`config.mk`:
```
export PLATFORM = sky130hd
export DESIGN_NAME = tcb_lite_lib_demultiplexer
export DESIGN_NICKNAME = d
export VERILOG_FILES = /design/src/tcb_lite_pkg.sv /design/src/tcb_lite_lib_demultiplexer.sv
export VERILOG_INCLUDE_DIRS = /design/src
export SDC_FILE = /design/constraint.sdc
export NUM_CORES = 1
export LEC_CHECK = 0
export ABC_AREA = 1
export BUFFER_PORTS_ARGS = -buffer_cell sky130_fd_sc_hd__buf_2
export CAP_MARGIN = 20
export CELL_PAD_IN_SITES_DETAIL_PLACEMENT = 1
export CELL_PAD_IN_SITES_GLOBAL_PLACEMENT = 2
export CORE_MARGIN = 1.5
export CORE_UTILIZATION = 11
export DETAILED_ROUTE_END_ITERATION = 8
export PLACE_DENSITY_LB_ADDON = 0.08
export SKIP_CTS_REPAIR_TIMING = 1
export SYNTH_ARGS = -nofsm -noshare
export SYNTH_HDL_FRONTEND = slang
export SYNTH_SLANG_ARGS = --single-unit
```
`constraint.sdc`:
```
create_clock -name sub -period 1.8 [get_ports sub]
set_input_delay 0.45 -clock sub [delete_from_list [all_inputs] [get_ports sub]]
set_output_delay 0.45 -clock sub [all_outputs]
set_load 0.03 [all_outputs]
```
`src/tcb_lite_config.svh`:
```
// bus geometry and address map shared by every file of the subsystem
// widths are in bits; TCB_DAT_W must be a multiple of 8
// region bases are unsized and are resized to TCB_ADR_W where used
// port 0 is the RAM and port 1 the GPIO block

`ifndef TCB_LITE_CONFIG_SVH
`define TCB_LITE_CONFIG_SVH

// bus widths
`define TCB_ADR_W 16
`define TCB_DAT_W 32
`define TCB_BYT_W (`TCB_DAT_W/8)

// subordinate port count and select width
`define TCB_IFN   2
`define TCB_SEL_W $clog2(`TCB_IFN)

// RAM region, port 0
`define TCB_MEM_BASE 'h0000
`define TCB_MEM_MASK 'hF000

// GPIO region, port 1
`define TCB_GPIO_BASE 'h8000
`define TCB_GPIO_MASK 'hF000

// subordinate sizes
`define TCB_MEM_DEPTH 256
`define TCB_GPIO_W    16

`endif

```
`src/tcb_lite_pkg.sv`:
```
// request, response and select types of the TCB-lite bus
// field widths come from the config header
// no lock, endianness or transfer size fields

`default_nettype none

`include "tcb_lite_config.svh"

package tcb_lite_pkg;

    //////////////////////////////////////////////////////////////////////
    // request
    //////////////////////////////////////////////////////////////////////

    // manager to subordinate payload
    // held stable by the manager while vld is high and rdy is low
    typedef struct packed {
        // write enable, low for a read
        logic                   wen;
        // byte address
        logic [`TCB_ADR_W-1:0]  adr;
        // byte enables, one per data byte
        logic [`TCB_BYT_W-1:0]  byt;
        // write data
        logic [`TCB_DAT_W-1:0]  wdt;
    } tcb_req_t;

    //////////////////////////////////////////////////////////////////////
    // response
    //////////////////////////////////////////////////////////////////////

    // subordinate to manager payload
    // valid only in the cycle after a transfer
    typedef struct packed {
        // read data
        logic [`TCB_DAT_W-1:0]  rdt;
        // bus error
        logic                   err;
    } tcb_rsp_t;

    //////////////////////////////////////////////////////////////////////
    // select
    //////////////////////////////////////////////////////////////////////

    // subordinate port index, from the decoder
    typedef logic [`TCB_SEL_W-1:0] tcb_sel_t;

endpackage: tcb_lite_pkg

`default_nettype wire

```
`src/tcb_lite_lib_demultiplexer.sv`:
```
// one manager port to TCB_IFN subordinate ports
// request is routed by the current select, response by the select
// stored at the transfer, so a new transfer may overlap the response
// fixed response delay of one cycle, no other delay supported

`timescale 1ns/1ps
`default_nettype none

`include "tcb_lite_config.svh"

module tcb_lite_lib_demultiplexer (
    input  wire logic                    sub,
    input  wire logic                    reset,
    // port select from the decoder
    input  tcb_lite_pkg::tcb_sel_t       sel,
    // manager side
    input  wire logic                    vld,
    input  tcb_lite_pkg::tcb_req_t       req,
    output logic                         rdy,
    output tcb_lite_pkg::tcb_rsp_t       rsp,
    // subordinate side
    output logic [`TCB_IFN-1:0]          man_vld,
    output tcb_lite_pkg::tcb_req_t [`TCB_IFN-1:0] man_req,
    input  wire logic [`TCB_IFN-1:0]     man_rdy,
    input  tcb_lite_pkg::tcb_rsp_t [`TCB_IFN-1:0] man_rsp
);

    // transfer on this edge
    logic                   trn;
    // select of the transfer whose response is due
    tcb_lite_pkg::tcb_sel_t rsp_sel;

    //////////////////////////////////////////////////////////////////////
    // request path
    //////////////////////////////////////////////////////////////////////

    // payload goes to every port
    // valid only to the selected one
    always_comb begin
        for (int i = 0; i < `TCB_IFN; i++) begin
            man_vld[i] = vld && (sel == tcb_lite_pkg::tcb_sel_t'(i));
            man_req[i] = req;
        end
    end

    // ready of the port being addressed now
    assign rdy = man_rdy[sel];

    assign trn = vld && rdy;

    //////////////////////////////////////////////////////////////////////
    // response path
    //////////////////////////////////////////////////////////////////////

    // remember where the last transfer went
    always_ff @(posedge sub) begin
        if (reset) begin
            rsp_sel <= '0;
        end else if (trn) begin
            rsp_sel <= sel;
        end
    end

    // response of the port that took the previous transfer
    assign rsp = man_rsp[rsp_sel];

    //////////////////////////////////////////////////////////////////////
    // checks
    //////////////////////////////////////////////////////////////////////

    // stored select moves only on the edge after a transfer
    rsp_sel_on_trn: assert property (
        @(posedge sub) disable iff (reset)
        !$past(trn) && !$past(reset) |-> $stable(rsp_sel)
    ) else $error("response select changed without a transfer");

    // manager holds the request while a subordinate stalls
    req_held: assert property (
        @(posedge sub) disable iff (reset)
        vld && !rdy |=> $stable(req)
    ) else $error("request changed while waiting for ready");

endmodule: tcb_lite_lib_demultiplexer

`default_nettype wire

```
Yosys cells after proc, flatten, opt, wreduce, memory -nomap -nowiden --
Cells that the tools add are included.
Word-level totals: register bits after elaboration 1, input bits 125, output and inout port bits 142, logic and storage cells 11
Cells by class: order comparisons 2, muxes and demuxes 4, bitwise operators 1, reductions and logical operators 3
Operator list (number):
- 33-bit 2-to-1 mux | 2
- 1-bit by 2-bit less-than comparator with 1-bit output, second input constant | 2
- 1-bit logical AND | 3
- 1-bit 2-to-1 mux | 2
- 1-bit NOT | 1

Longest topological paths before layout --
word-level depth 3, gate-level depth with buffers 4, gate-level depth less buffers 4

Worst setup path before layout --
No wires, ideal clock.
path type reg-to-output, from register rsp_sel, to output port rsp[10] (netlist name), data arrival time 0.934 ns, required time 1.350 ns, slack 0.416 ns, cell stages (with the launch flop) 4, buffers on the path 2, cell sequence dfxtp_1 buf_6 buf_12 mux2_4
RTL lines:
- start: declaration | RTL line tcb_lite_lib_demultiplexer.sv:31 | tcb_lite_pkg::tcb_sel_t rsp_sel;
- start signal: assignment | RTL line tcb_lite_lib_demultiplexer.sv:60 | rsp_sel <= sel;
- end: declaration | RTL line tcb_lite_lib_demultiplexer.sv:20 | output tcb_lite_pkg::tcb_rsp_t rsp,

==> impl_metrics.tcl <==
set metrics [dict create \
    status "finished, final reports clean" \
    finClkSkew_ns 0 \
    layout_setup_ws_ns 0.1831 \
    synthXorXnorAreaFrac_pct 0 \
    die_h_um 116.4 \
    regMostFlops "rsp_sel" \
    ant_nets 0 \
    grt-ovfl-total 0 \
    max_slew_margin_pct 87.63 \
    critPathMaxFanout 10 \
    dp_hpwl_um 3774 \
    ir_worst_vdd_v 0.00008447 \
    clk_latency_ns 0 \
    place_ws_ns 0.1707 \
    final_hold_viol_count 0 \
    synthSimpleGateAreaFrac_pct 2.210 \
    yosys.area.top_type_share_pct 56.23 \
    nets 282 \
    cellLeakagePower_uw 0.0007001 \
    synthMuxAreaShare_pct 33.95 \
    max_cap_violations 0 \
    met2_usage_pct 9.451 \
    drt_iter0_markers 11 \
    stdcell_area_um2 1330 \
    coreArea_um2 12570 \
    drv_slew 0 \
    ys_ff_latch 1 \
    yosys_warnings 0 \
    setup_viol 0 \
    vias 894 \
    grt.busiest_layer "met2" \
    p_comb_share_pct 93.6 \
    cp-end-kind "output port" \
    drt_wl_total_um 4202 \
    ys_seq_area_share_pct 1.415 \
    internal_power_uw 205.0 \
    drc 0 \
    viasPerCell 2.726 \
    avgRoutedWirePerCell_um 12.81 \
    firstDrtPassIters 4 \
    cp-start-kind "register" \
    power_density_nw_per_um2 315.9 \
    arrival_ns 1.17 \
    critical_path_class "reg2out" \
    track_usage_pct 5.214 \
    min_period_over_period_pct 89.83 \
    floorplan.initialDensity_pct 11.26 \
    reg_top3 "rsp_sel (1)" \
    synth_nets 281 \
    fin_util_pct 10.58 \
    synth_ff_type "dfxtp_1" \
    post-synth-top-count-cell "buf_4" \
    grt_max_degree 21 \
    synth_edf_count 0 \
    synthesis.area_um2 1415 \
    grt_util_met3_pct 2.439 \
    syn_to_final_growth_pct -6.012 \
    finalCriticalPeriod_ns 1.617 \
    grt_pass1_wl_um 5464 \
    clock_power_share_pct 0 \
    place_congestion 0.6648 \
    io_buffer_count 107 \
    path_clk_slew_ns 0 \
    die_area_um2 13550 \
    rows 41 \
    tns_ns 0 \
    synth_cell_types 11 \
    layout-drive-gt1-share_pct 92.26 \
    hold_class "in2reg" \
    die_w_um 116.4 \
    globalRouteMet1Util_pct 5.173 \
    ys_async_sr_fraction_pct 0 \
    power_switching_uw 215.2 \
    io_pins 267 \
    largest_register_ffs 1 \
    synth_top_family_by_area "buffers and inverters" \
    yosys-top-cells-count "buf_4 (106), mux2_4 (29), nand2_1 (6)" \
    synthCells 156 \
    required_ns 1.35 \
    synth_compound_area_share_pct 0.3537 \
    synth_largest_area_cell "buf_4" \
    worstMarginPinSlew_ns 0.1855 \
    rsz0062_at_grt "false" \
    syn_avg_cell_area_um2 9.071 \
    synth_fa_ha_area_share_pct 0 \
    fmax_mhz 618.5 \
    sw_frac_of_total_pct 51.22 \
    grt_antenna_before_repair 1 \
    seqPwrFrac_pct 6.4 \
    grt_pass1_vias 965 \
    place_area_um2 1328 \
    yosys-top-cells-area "buf_4 (56%), mux2_4 (31%), buf_12 (4.2%), mux2_2 (3.2%), nand2_1 (1.6%)" \
]
[cells in the final DEF, fill, tap and decap left out]
| master | instances |
|---|---|
| a21oi_1 | 1 |
| buf_12 | 1 |
| buf_2 | 107 |
| buf_4 | 1 |
| dfxtp_2 | 1 |
| diode_2 | 1 |
| inv_1 | 3 |
| mux2_2 | 4 |
| mux2_4 | 29 |
| nand2_1 | 6 |
| nand3_1 | 1 |
| nor2_1 | 1 |
[power by group through the flow]
stage | Clock, µW | Sequential (µW) | Combinational [µW]
2_1_floorplan | 0 | 24.2 | 703
6_report | 0.00149 | 27.0 | 393
3_3_place_gp | 0 | 26.7 | 402
5_1_grt | 0 | 27.5 | 416
3_5_place_dp | 0 | 27.1 | 399
4_1_cts | 0 | 27.2 | 399
[kinds of logic after synthesis]
kind of cell,Yosys count
buf+inv,113
mux,33
simple gates,8
compound gates,1
flops,1
[critical path: stages (launching register included)]
cell     delay (ns)
dfxtp_2        0.40
buf_4          0.26
mux2_4         0.32
buf_2          0.18
[stage by stage]
stage	hold slack (ns)	instances	total power, µW
after floorplan	0.5191	156	727.4
after global placement	0.6350	327	428.6
after detailed placement	0.6225	327	425.7
after CTS	0.6261	327	426.5
after global routing	0.6375	327	443.6
final	0.6248	328	420.2
[layout make-up]
type                       count  area, µm²
fill                        1523      11240
timing repair buffer         109      563.0
multi-input combinational     42      516.7
tap                          172      215.2
sequential                     1      21.27
inverter                       3      11.26
antenna                        1      2.502
[layer usage]
| metal | up-vias | share of wire [%] |
|---|---|---|
| li1 | 389 | - |
| met1 | 388 | 35 |
| met2 | 92 | 49 |
| met3 | 25 | 13 |
| met4 | 0 | 3.0 |
| met5 | - | 0 |
[final timing paths]
path / from / endpoint / slack, ns / depth (start not counted)
worst max register to register: rsp_sel$_SDFFE_PP0P_ / rsp_sel$_SDFFE_PP0P_ / 0.81 / 3
worst min-delay path: reset / rsp_sel$_SDFFE_PP0P_ / 0.62 / 2
worst min register to register: rsp_sel$_SDFFE_PP0P_ / rsp_sel$_SDFFE_PP0P_ / 0.75 / 3
worst max-delay path: rsp_sel$_SDFFE_PP0P_ / rsp[10] / 0.18 / 3
No activity file was read; power rests on OpenSTA's default activity.
