<file path="config.mk">
export PLATFORM = sky130hd
export DESIGN_NAME = tcb_lite_gpio
export DESIGN_NICKNAME = d
export VERILOG_FILES = /design/src/tcb_lite_pkg.sv /design/src/tcb_lite_gpio.sv
export VERILOG_INCLUDE_DIRS = /design/src
export SDC_FILE = /design/constraint.sdc
export NUM_CORES = 1
export LEC_CHECK = 0
export ABC_AREA = 1
export BUFFER_PORTS_ARGS = -buffer_cell sky130_fd_sc_hd__buf_2
export CAP_MARGIN = 30
export CORE_MARGIN = 2
export CORE_UTILIZATION = 48
export DETAILED_ROUTE_END_ITERATION = 8
export PLACE_DENSITY = 0.93
export SLEW_MARGIN = 20
export SYNTH_ARGS = -nofsm -noshare
export SYNTH_HDL_FRONTEND = slang
export SYNTH_SLANG_ARGS = --single-unit
</file>
<file path="constraint.sdc">
create_clock -name sub -period 2.6 [get_ports sub]
set_input_delay 0 -clock sub [delete_from_list [all_inputs] [get_ports sub]]
set_output_delay 0 -clock sub [all_outputs]
set_load 0.05 [all_outputs]
</file>
<file path="src/tcb_lite_config.svh">
// bus geometry and address map shared by every file of the subsystem
// widths are in bits; TCB_DAT_W must be a multiple of 8
// region bases are unsized and are resized to TCB_ADR_W where used
// port 0 is the RAM and port 1 the GPIO block

`ifndef TCB_LITE_CONFIG_SVH
`define TCB_LITE_CONFIG_SVH

// bus widths
`define TCB_ADR_W 16
`define TCB_DAT_W 32
`define TCB_BYT_W (`TCB_DAT_W/8)

// subordinate port count and select width
`define TCB_IFN   2
`define TCB_SEL_W $clog2(`TCB_IFN)

// RAM region, port 0
`define TCB_MEM_BASE 'h0000
`define TCB_MEM_MASK 'hF000

// GPIO region, port 1
`define TCB_GPIO_BASE 'h8000
`define TCB_GPIO_MASK 'hF000

// subordinate sizes
`define TCB_MEM_DEPTH 256
`define TCB_GPIO_W    16

`endif

</file>
<file path="src/tcb_lite_pkg.sv">
// request, response and select types of the TCB-lite bus
// field widths come from the config header
// no lock, endianness or transfer size fields

`default_nettype none

`include "tcb_lite_config.svh"

package tcb_lite_pkg;

    //////////////////////////////////////////////////////////////////////
    // request
    //////////////////////////////////////////////////////////////////////

    // manager to subordinate payload
    // held stable by the manager while vld is high and rdy is low
    typedef struct packed {
        // write enable, low for a read
        logic                   wen;
        // byte address
        logic [`TCB_ADR_W-1:0]  adr;
        // byte enables, one per data byte
        logic [`TCB_BYT_W-1:0]  byt;
        // write data
        logic [`TCB_DAT_W-1:0]  wdt;
    } tcb_req_t;

    //////////////////////////////////////////////////////////////////////
    // response
    //////////////////////////////////////////////////////////////////////

    // subordinate to manager payload
    // valid only in the cycle after a transfer
    typedef struct packed {
        // read data
        logic [`TCB_DAT_W-1:0]  rdt;
        // bus error
        logic                   err;
    } tcb_rsp_t;

    //////////////////////////////////////////////////////////////////////
    // select
    //////////////////////////////////////////////////////////////////////

    // subordinate port index, from the decoder
    typedef logic [`TCB_SEL_W-1:0] tcb_sel_t;

endpackage: tcb_lite_pkg

`default_nettype wire

</file>
<file path="src/tcb_lite_gpio.sv">
// GPIO register subordinate, one wait state per request
// offset 0x0 output register r/w with byte enables, 0x4 input register r/o
// gpio_in goes through a two-stage synchronizer before it is readable
// any other address, or a write to 0x4, gives err with zero read data
// write responses return zero read data

`timescale 1ns/1ps
`default_nettype none

`include "tcb_lite_config.svh"

module tcb_lite_gpio (
    input  wire logic                   sub,
    input  wire logic                   reset,
    // subordinate port
    input  wire logic                   vld,
    input  tcb_lite_pkg::tcb_req_t      req,
    output logic                        rdy,
    output tcb_lite_pkg::tcb_rsp_t      rsp,
    // pins
    input  wire logic [`TCB_GPIO_W-1:0] gpio_in,
    output logic      [`TCB_GPIO_W-1:0] gpio_out
);

    localparam int ADR_W  = `TCB_ADR_W;
    localparam int GPIO_B = `TCB_GPIO_W/8;

    localparam logic [ADR_W-1:0] BASE = ADR_W'(`TCB_GPIO_BASE);
    localparam logic [ADR_W-1:0] MASK = ADR_W'(`TCB_GPIO_MASK);

    // two flop synchronizer
    logic [`TCB_GPIO_W-1:0] gpio_meta;
    logic [`TCB_GPIO_W-1:0] gpio_sync;

    logic                   wait_q;
    logic                   trn;
    // offset decode
    logic                   in_region;
    logic [ADR_W-1:0]       off;
    logic                   hit_out;
    logic                   hit_in;
    logic                   err_d;
    logic [`TCB_DAT_W-1:0]  rdt_d;

    //////////////////////////////////////////////////////////////////////
    // wait state
    //////////////////////////////////////////////////////////////////////

    // set in the first valid cycle, cleared by the transfer
    always_ff @(posedge sub) begin
        if (reset) begin
            wait_q <= 1'b0;
        end else if (trn) begin
            wait_q <= 1'b0;
        end else if (vld) begin
            wait_q <= 1'b1;
        end
    end

    assign rdy = wait_q;
    assign trn = vld && rdy;

    //////////////////////////////////////////////////////////////////////
    // decode
    //////////////////////////////////////////////////////////////////////

    // unmapped addresses land here too, hence the region check
    assign in_region = (req.adr & MASK) == BASE;
    assign off       = req.adr & ~MASK;
    assign hit_out   = in_region && (off == ADR_W'('h0));
    assign hit_in    = in_region && (off == ADR_W'('h4));

    assign err_d = !(hit_out || hit_in) || (hit_in && req.wen);

    always_comb begin
        rdt_d = '0;
        if (!req.wen && hit_out) begin
            rdt_d = {{(`TCB_DAT_W-`TCB_GPIO_W){1'b0}}, gpio_out};
        end else if (!req.wen && hit_in) begin
            rdt_d = {{(`TCB_DAT_W-`TCB_GPIO_W){1'b0}}, gpio_sync};
        end
    end

    //////////////////////////////////////////////////////////////////////
    // registers
    //////////////////////////////////////////////////////////////////////

    always_ff @(posedge sub) begin
        gpio_meta <= gpio_in;
        gpio_sync <= gpio_meta;
    end

    // output pins, byte lanes above the pin width ignored
    always_ff @(posedge sub) begin
        if (reset) begin
            gpio_out <= '0;
        end else if (trn && req.wen && hit_out) begin
            for (int b = 0; b < GPIO_B; b++) begin
                if (req.byt[b]) begin
                    gpio_out[8*b +: 8] <= req.wdt[8*b +: 8];
                end
            end
        end
    end

    // response
    always_ff @(posedge sub) begin
        if (reset) begin
            rsp.err <= 1'b0;
        end else if (trn) begin
            rsp.err <= err_d;
        end
    end

    always_ff @(posedge sub) begin
        if (trn) begin
            rsp.rdt <= rdt_d;
        end
    end

    // every request spends one cycle stalled
    one_wait_state: assert property (
        @(posedge sub) disable iff (reset)
        vld && rdy |=> !(vld && rdy)
    ) else $error("gpio ready high twice in a row");

endmodule: tcb_lite_gpio

`default_nettype wire

</file>
Word level (Yosys, flattened, before mapping)
Index checks and enable logic that the tools add are counted.
Widths: inputs -> output; s select.
{"block": "classes", "add_sub_neg": 0, "multipliers": 0, "div": 0, "n_lt_le_gt_ge": 0, "eq_ne": 2, "n_shift": 0, "mux": 2, "bitwise": 0, "reduce_logical": 16}
{"operator": "$mux 16", "n": 2}
{"operator": "$logic_not 16->1", "n": 1}
{"operator": "$eq 12x3->1 const B", "n": 1}
{"operator": "$logic_and 1x1->1", "n": 8}
{"operator": "$eq 4x4->1 const B", "n": 1}
{"operator": "$reduce_and 2->1", "n": 2}
{"operator": "$logic_not 1->1", "n": 2}
{"operator": "$logic_or 1x1->1", "n": 2}
{"operator": "$reduce_or 2->1", "n": 1}
{"block": "totals", "register_bits": 82, "latch_bits": 0, "mem_bits_rw": 0, "mem_bits_ro": 0, "inputBits": 72, "output_inout_bits": 50, "word_cells": 28, "mem_count": 0}

Depth between registers and ports, before layout
Gate-level depths: netlist (run 1).
{"block": "logic_depth", "word_depth": 5, "mapped_depth": 8, "depth_no_buf": 7}

Worst setup path before layout (run 1)
No wires, ideal clock.
{"block": "synth_path", "path_kind": "flip-flop to flip-flop", "start": "register wait_q, in the netlist rdy", "end": "register rsp[10] in the netlist's numbering (enable)", "setup_time_ns": 0.373, "t_arrival_ns": 1.175, "required_time_ns": 2.227, "setup_slack_ns": 1.052, "path_stages_with_launch": 3, "n_path_buf": 0, "synth_period_minus_slack_ns": 1.548, "path_cell_list": "dfxtp_1 -> nand2_1 -> inv_1"}
{"block": "synth_via", "elab_chain_len": 1}
{"item": "start: declaration", "line_no": "tcb_lite_gpio.sv:35", "source": "logic wait_q;"}
{"item": "start signal: assignment", "line_no": "tcb_lite_gpio.sv:52", "source": "wait_q <= 1'b0;"}
{"item": "start signal: assignment", "line_no": "tcb_lite_gpio.sv:54", "source": "wait_q <= 1'b0;"}
{"item": "start signal: assignment", "line_no": "tcb_lite_gpio.sv:56", "source": "wait_q <= 1'b1;"}
{"item": "$logic_and 1x1->1", "line_no": "tcb_lite_gpio.sv:61", "source": "assign trn = vld && rdy;"}
{"item": "end: declaration", "line_no": "tcb_lite_gpio.sv:19", "source": "output tcb_lite_pkg::tcb_rsp_t rsp,"}
No other way between the ends.
A chain may end at the register's enable or synchronous reset.

Final worst setup path (run 1)
{"block": "layout_path", "start": "register wait_q, in the netlist rdy", "end": "register rsp[9] in the netlist's numbering (enable)"}
Same word-level chain as after synthesis.

==> summary.md, run 1 <==
The run gives 50.0% as the starting density of the core. The source of the worst register-to-register timing path was rdy$_SDFFE_PP0P_. Sorting the synthesized cells by how often they occur yields nand2_1 (70), dfxtp_1 (50), nor2_1 (40), inv_1 (19).

The clock passes through at most 2 buffers. Placeable core region: 4750 µm². The tools report the root buffer selected by CTS as clkbuf_8. The initialized floorplan defines 25 standard-cell rows. The number of enable flip-flop cells after synthesis was 16; the total overflow reported by the global router was 0. The first global-routing pass estimated 7.71 mm of wire. In the final layout, flip-flops and latches occupy 1480 µm². The library cell with the highest instance count after synthesis was nand2_1. For this run, the register share of the synthesized area comes to 62.3%. Dividing total power by cell area gives a power density of 663 nW/µm².

For the via count of the first global-routing pass, the log shows 1804. During synthesis, Yosys emitted a total of 0 warnings. The final worst clock skew was 0.00730 ns. The post-route netlist has 31.0% of its cells at a drive strength greater than 1.

In this run the tightest slew margin relative to its limit is 47.7%. STA puts the critical path data required time at 2.56 ns. At the pin with the least slew margin, the transition time is 0.782 ns. The worst register-to-register path ends at rsp[9]$_DFFE_PN_. Critical path arrival: 1.27 ns. DRC violation count after routing: 0. The path with the worst hold slack has its endpoint at gpio_out[15]$_SDFFE_PP0P_. After filler insertion, the fill cell instance count of the layout stands at 358. Once the clock tree was built, the setup fixing pass inserted 0 buffers.

The post-detailed-route wirelength per cell is 11.5 µm, and the reg2reg setup slack is 1.29 ns. The library cell with the largest summed area after synthesis was dfxtp_1. The final weighted congestion of routability-driven global placement is 0.750. The final critical-path required period works out to 1.31 ns. The signal on the critical path passes through nand2_1, inv_1. For this block, the initial DRC count from the detailed router was 46. The worst setup path is launched from a flip-flop.

The slowest stage of the critical path is the inv_1 cell. Once detail routing completed, the nets flagged for antenna violations numbered 0. TritonCTS built the clock tree. The number of top-level pins is 122.

The tightest min-delay check is of the primary input to flip-flop type. In this design, the stage delay of the slowest critical-path cell is 0.53 ns. The x dimension of the die is 74.4 µm.

The critical hold path startpoint is req[33]. For the count of pins over their slew limit, the log shows 0. In this run the cell area of the synthesized design comes to 2380 µm². The logs give 3 for the level count of the clock H-tree and 0.153 ns for the worst slack on hold paths.

At the later pin of the worst-skew pair, clock insertion delay measures 0.33 ns. Setup violations remaining at the end of the flow were counted as 0. The worst setup path is captured at a flip-flop. Area added between synthesis and finish: 40.1%. The die covers 5530 µm².

The max capacitance violation total was 0; the via count normalized by instance count was 4.24. The worst path uses 50.6% of the clock period. For the timing-limited maximum frequency, the log shows 761 MHz. The synthesized design contains 66 register bits. The clock-pin slew on the worst setup and hold paths was 0.07 ns; the sum of net half-perimeters after detailed placement was 3.14 mm.

The average size of a mapped cell was 9.55 µm². The run gives 0 ns as the post-route setup TNS. For the number of nets in the layout, the log shows 445. In the final layout, the multi-input gates occupy 707 µm². The routed layout has 1887 vias. The run finished with clean final reports. The number of library cell types mapped by synthesis came out at 22. The total power consumption of the routed design came out at 2.21 mW. The number of endpoints with negative hold slack in the final report was 0; the depth of the worst register-to-register path was 2. Along the worst hold path, the cell count comes to 4.

Summed over its instances, the top area cell type makes up 42.1% of the synthesized netlist area. The placed instances occupy a cell area of 2790 µm². Setup repair after global routing left no endpoint under its margin.

The number of input and output port buffers inserted works out to 87. Combined buffer and inverter count along the critical path: 1. The tree built by TritonCTS fans out to 66 sinks.

The number of antenna violations at the first check in global routing is 0. Summing all non-filler instances in the final layout gives an area of 3330 µm². By startpoint and endpoint, the worst setup path is classified as flip-flop to flip-flop.

For this run, the total global-route usage over all layers was measured as 19.4%. The peak fanout along the critical path was 19; the height of the die was 74.4 µm. The routed wire length is 5.11 mm. IR analysis of the VDD net gives a maximum drop of 0.573 mV. The kind of cell with the highest combined delay along the critical path is buffers and inverters. For this run, the leading register cell type out of synthesis is dfxtp_1. The cell count after synthesis came out at 249. Number of detailed-route iterations in the first pass: 4.

For this design the static power due to leakage is 1.67 nW. For the number of buffers created by CTS, the log shows 9. Sorting the synthesized cells by area gives the leading types as dfxtp_1 (42%), edfxtp_1 (20%), nand2_1 (11%).

The proportion of synthesized flip-flops having asynchronous set or reset was 0%. The repair_antennas step left the layout with diodes totalling 0. Entering global routing, the biggest net connects 20 pins.
==> layout by cell type (no fill, tap or decap) <==
cell           netlist  routed
buf_2                2      87
nand2_1             70      70
dfxtp_1             50      50
nor2_1              40      40
dlygate4sd3_1        0      33
inv_1               19      19
conb_1               1      16
edfxtp_1            16      16
clkbuf_8             0      13
o21ai_2              8       8
o21ai_0              8       8
nor2_4               3       3
nand3_1              2       2
o21ai_1              2       2
nand4_4              2       2
clkbuf_1             1       2
nand2_4              1       1
nor3_1               1       1
inv_2                1       1
nor2_2               1       1
clkinv_1             1       1
a21oi_1              1       1
bufinv_16            0       1
==> sequential cells by signal, indices dropped and copies added (netlist names) <==
signal     flops
rsp           17
gpio_meta     16
gpio_out      16
gpio_sync     16
rdy            1
==> worst max path at each step <==
stage,startpoint,end,cells past startpoint
floorplan,rdy$_SDFFE_PP0P_,rsp[10]$_DFFE_PN_,2
global placement,req[43],rsp[8]$_DFFE_PN_,6
detailed placement,req[43],rsp[3]$_DFFE_PN_,6
CTS,rdy$_SDFFE_PP0P_,rsp[9]$_DFFE_PN_,2
global route,req[43],rsp[3]$_DFFE_PN_,6
finish,rdy$_SDFFE_PP0P_,rsp[9]$_DFFE_PN_,2
==> kinds of logic after synthesis <==
group / Yosys count / synth area share, %
simple gates: 120 / 21.9
flops: 66 / 62.3
buf+inv: 43 / 10.4
compound gates: 19 / 5.26
other cells: 1 / 0.158
==> power by group <==
part | switching (mW) | internal, mW
Clock | 0.353 | 0.549
Sequential | 0.00909 | 1.09
Combinational | 0.139 | 0.0744
Total | 0.501 | 1.71
==> timing repair <==
| item | in CTS | in global routing |
|---|---|---|
| hold buffers | 33 | 0 |
| gates resized for setup | 0 | 0 |
| endpoints found under the setup margin | 0 | 0 |
| endpoints found under the hold margin | 33 | 0 |
==> tightest hold or removal path: cells and delay by family <==
family	cells	cell delay, ns
buffers and inverters	1	0.11
and+or+nand+nor	3	0.34
==> metrics by stage <==
stage	worst slack, ns	cells	util, %
final	1.29	445	70.1
after global routing	1.16	445	70.1
after CTS	1.23	445	70.1
after detailed placement	1.01	396	58.6
after global placement	1.12	396	58.6
after floorplan	1.05	264	-
==> layer usage <==
metal  global-route usage (%)  share of wire [%]  vias up
met5                        0                  0        -
met4                     11.1                2.3        0
met3                     5.56                6.3       11
met2                     36.2                 53       71
met1                     18.9                 38      824
li1                         -                  -      981
==> area by class of cell <==
| cell class | instances | share of cell area [%] |
|---|---|---|
| Multi-Input combinational cell | 155 | 21.2 |
| Clock inverter | 1 | 0.901 |
| Timing Repair Buffer | 120 | 23.0 |
| Sequential cell | 66 | 44.4 |
| Tap cell | 67 | 2.52 |
| Inverter | 21 | 2.36 |
| Clock buffer | 15 | 5.59 |
Power figures use the tool's default switching activity.
==> run 2: changes to the inputs <==
--- a/config.mk
+++ b/config.mk
@@ -6,13 +6,13 @@
 export SDC_FILE = /design/constraint.sdc
 export NUM_CORES = 1
 export LEC_CHECK = 0
-export ABC_AREA = 1
+export ABC_AREA = 0
 export BUFFER_PORTS_ARGS = -buffer_cell sky130_fd_sc_hd__buf_2
 export CAP_MARGIN = 30
 export CORE_MARGIN = 2
-export CORE_UTILIZATION = 48
+export CORE_UTILIZATION = 44
 export DETAILED_ROUTE_END_ITERATION = 8
-export PLACE_DENSITY = 0.93
+export PLACE_DENSITY = 0.87
 export SLEW_MARGIN = 20
 export SYNTH_ARGS = -nofsm -noshare
 export SYNTH_HDL_FRONTEND = slang
==> constraint.sdc (replaced) <==
create_clock -name sub -period 1.35 [get_ports sub]
set_input_delay 0 -clock sub [delete_from_list [all_inputs] [get_ports sub]]
set_output_delay 0 -clock sub [all_outputs]
set_load 0.05 [all_outputs]
==> summary.md, run 2 <==
The tools report the endpoint of the worst-slack reg-to-reg timing path as gpio_out[11]$_SDFFE_PP0P_. The CTS sink count is 66, and the diode insertion count for antenna repair is 0. The peak fanout along the critical path was 16. The tools report the source of the worst register-to-register timing path as rdy$_SDFFE_PP0P_. The die is 76.6 µm wide. For this run, the leading register cell type out of synthesis is dfxtp_1. The tools report the count of antenna-violating nets left after detailed routing as 0. For hold timing, the worst endpoint is gpio_out[7]$_SDFFE_PP0P_. The timing-limited maximum frequency was 777 MHz.

Yosys attributes the largest share of cell area to dfxtp_1 (43%), edfxtp_1 (21%), mux2i_1 (6.9%). Of all flip-flops after synthesis, the portion carrying an async set or reset was 0%. No sink is reached through more buffers than the 2 on the longest clock path.

STA classifies the critical path endpoint as a flip-flop. After Yosys synthesis, and, or, nand and nor cells account for 12.1% of the synthesized area. The worst hold path passes through 3 cells.

In this run the most critical hold path is launched from req[32]. The synthesized design contains 16 enable-type register cells. The synthesized design spends more area on one cell type than any other, namely dfxtp_1. During I/O placement, the number of pins put on the boundary was 122. In the routed design, unresolved DRC markers number 0. The worst-skew pair later-pin latency is 0.33 ns. The worst setup path is launched from a flip-flop. For the final database, setup skew stands at 0.00783 ns. The synthesized netlist devotes 0.378% of its cell area to XOR and XNOR gates. Number of antenna violations at the first check in global routing: 0. Height of the die: 76.6 µm.

In the final layout, flip-flops and latches occupy 1490 µm². The clock tree synthesis step divided the H-tree into 3 levels. The combined buffer and inverter count along the critical path works out to 1. Before CTS, the worst setup slack after placement is -0.0139 ns.

The logs give 0.810 mV for the worst ir drop on vdd and 0 for the total overflow reported by the global router. On the worst path, the slowest cell contributes a delay of 0.35 ns. The run finished with clean final reports.

The part of the cycle the worst path needs was 95.3%. The register with the most flip-flops in the final layout is rsp. The fraction of the mapped netlist area in compound gates was 7.45%. The depth of the worst register-to-register path was 5; the reg2reg setup slack was 0.06 ns. TritonCTS built the clock tree. The static leakage is 1.42 nW, and the placeable core region is 5110 µm².

Cells with a size suffix above 1 make up 35.6% of the layout. The maximum number of pins on one net before global-route repair is 19, and the total routing usage reported by global routing is 20.1%. The clock-pin slew on the worst setup and hold paths works out to 0.07 ns. The worst setup path is of the flip-flop to flip-flop kind. The library cell with the highest instance count after synthesis was dfxtp_1. The logs give 1848 for the via count of the first global-routing pass and 393 for the non-filler instance count after layout.

In this run, distinct cell masters in the synthesized netlist total 25. For the number of endpoints with negative hold slack in the final report, the log shows 0. Dividing the detail-routed via count by the number of cells gives 4.82. Compared with the post-synthesis result, the final layout area differs by 43.6%.

Traced cell by cell, the critical path runs through and4b_1, and4_4, buf_12, nand4_1, a21oi_1. The run gives 344 as the number of cells after detailed placement. Average size of a mapped cell: 11.9 µm².

For the pin with the worst max-slew slack, the measured transition is 0.504 ns. Detailed placement finished with a half-perimeter wire length of 3.57 mm. Summing the areas of all fa, ha and maj instances in the mapped netlist gives 0% of the synthesized area. For the worst setup path, the data arrival time is 1.54 ns. Power spread over the standard cell area amounts to 1300 nW/µm². After the last flow step, the layout net total stands at 390. Measured against the total synthesized area, the mux share comes to 6.91%.

The tools report the final weighted congestion of routability-driven global placement as 0.687. The tools report the fraction of the yosys area taken by sequential cells as 63.9%. The tools report the number of design-rule violations left by the first detailed-router iteration as 99. The worst min-delay path category was primary input to flip-flop. Clock tree synthesis selected as its root buffer the cell clkbuf_8.

Port buffering added 87 buffers. In the synthesized netlist, the cells that appear most often are dfxtp_1 (50), nand4_1 (19), nor2_1 (18), a21oi_1 (17). The register with the most flip-flops in the layout has 17 of them. Of the post-synthesis cell area, the dominant cell type holds 43.2%. For the worst setup path, the data required time is 1.60 ns.

The largest individual stage delay along the critical path comes from the cell dfxtp_4. The logs give 0 for the max capacitance violation total and 5.74 mm for the routed wire length. Dividing the detail-routed wire length by the instance count gives 14.6 µm.

The post-synthesis cell count was 194. The final critical-path required period came out at 1.29 ns. In the layout the commonest cells are buf_2 (87), dfxtp_1 (49), dlygate4sd3_1 (33).

The worst path setup slack after routing was 0.0637 ns. For the area of the mapped netlist, the log shows 2320 µm². For the count of warnings emitted by yosys, the log shows 0. The library cell used most frequently in the layout, excluding fill and tap cells, is buf_2. The die covers 5860 µm². The headroom to the max-slew limit was 66.1%; the total of fill cells in the finished design was 422.

The number of register bits inferred by synthesis was 66. On the critical path the largest part of the delay comes from simple AND/OR/NAND/NOR gates. The first global-routing pass estimated 8.89 mm of wire. The first detailed-routing pass ran for 4 iterations. Setup repair after global routing could not meet its margin everywhere.

The starting density of the core was 45.4%; the number of buffers created by CTS was 9. After synthesis, the largest family of logic cells by area is simple AND/OR/NAND/NOR gates. The logs give 0 for the count of final setup violators and 1894 for the via count of the routed design. The multi-input combinational cells in the finished layout cover a total of 699 µm².

The logs give 0.0245 ns for the worst slack on hold paths and 26 for the placement row count. Count of pins over their slew limit: 0.
run 2: cell types whose count changed in the layout (fill, tap and decap cells not counted), sizes merged, moves of 16 or more:
cell,previous run,this run
mux2i,0,16
inv,20,0
nand4,2,19
nand2,71,2
nor2,44,18
a21oi,1,17
run 2: final cells by class:
type	count	area share, %
Sequential cell	66	44.6
Timing Repair Buffer	127	25.5
Multi-Input combinational cell	114	21.0
Clock buffer	14	5.19
Tap cell	70	2.63
Clock inverter	2	1.05
run 2: per-stage QoR:
stage | area, µm² | total power [mW] | util, % | setup TNS, ns
after detailed placement | 2780 | 2.60 | 54.3 | -0.0139
after global routing | 3330 | 4.48 | 65.1 | -0.0391
after floorplan | 2390 | 2.49 | - | -0.0575
final | 3330 | 4.32 | 65.1 | 0
after CTS | 3310 | 4.35 | 64.9 | 0
after global placement | 2780 | 2.59 | 54.3 | 0
run 2: worst max path at each step:
stage	from	end	slack (ns)	cells past startpoint
5_1_grt	rdy$_SDFFE_PP0P_	gpio_out[7]$_SDFFE_PP0P_	-0.01	5
3_3_place_gp	req[37]	gpio_out[12]$_SDFFE_PP0P_	0.05	6
6_report	rdy$_SDFFE_PP0P_	gpio_out[11]$_SDFFE_PP0P_	0.06	5
2_1_floorplan	rdy$_SDFFE_PP0P_	gpio_out[0]$_SDFFE_PP0P_	-0.006	5
4_1_cts	rdy$_SDFFE_PP0P_	gpio_out[10]$_SDFFE_PP0P_	0.04	5
3_5_place_dp	req[41]	rsp[2]$_DFFE_PN_	-0.01	6
run 2: metal layers:
| metal | global-route usage (%) | part of all wire (%) | vias to the layer above | wire [µm] |
|---|---|---|---|---|
| met5 | 0 | 0 | - | 0 |
| met4 | 14.2 | 2.4 | 0 | 138 |
| met3 | 4.86 | 7.2 | 12 | 412 |
| met2 | 33.4 | 53 | 97 | 3050 |
| met1 | 22.8 | 37 | 876 | 2140 |
| li1 | - | - | 909 | - |
run 2: what timing repair did:
action | in CTS | in global routing
buffers inserted | 0 | 0
endpoints found under the hold margin | 33 | 0
setup endpoints to repair | 0 | 14
hold buffers | 33 | 0
gates resized for setup | 0 | 8
run 2: report_power, final:
part / internal (mW) / switching [mW] / total (mW) / leakage, nW
combinational: 0.178 / 0.329 / 0.507 / 0.760
clock: 1.00 / 0.688 / 1.69 / 0.107
sequential: 2.10 / 0.0222 / 2.12 / 0.549
total: 3.28 / 1.04 / 4.32 / 1.42
run 2: cell families (layout without fill, tap and decap cells):
| family | count (synthesis) | after routing |
|---|---|---|
| buffers and inverters | 29 | 143 |
| AO/OA/AOI/OAI | 34 | 34 |
| multiplexers | 16 | 16 |
| XOR/XNOR | 1 | 1 |
| other | 1 | 16 |
| flip-flops | 66 | 66 |
| AND/OR/NAND/NOR | 47 | 47 |
run 2: worst reg2reg max path, cell delays in order (launching register included):
cell     delay, ns
dfxtp_4       0.35
and4b_1       0.22
and4_4        0.25
buf_12        0.14
nand4_1       0.10
a21oi_1       0.16
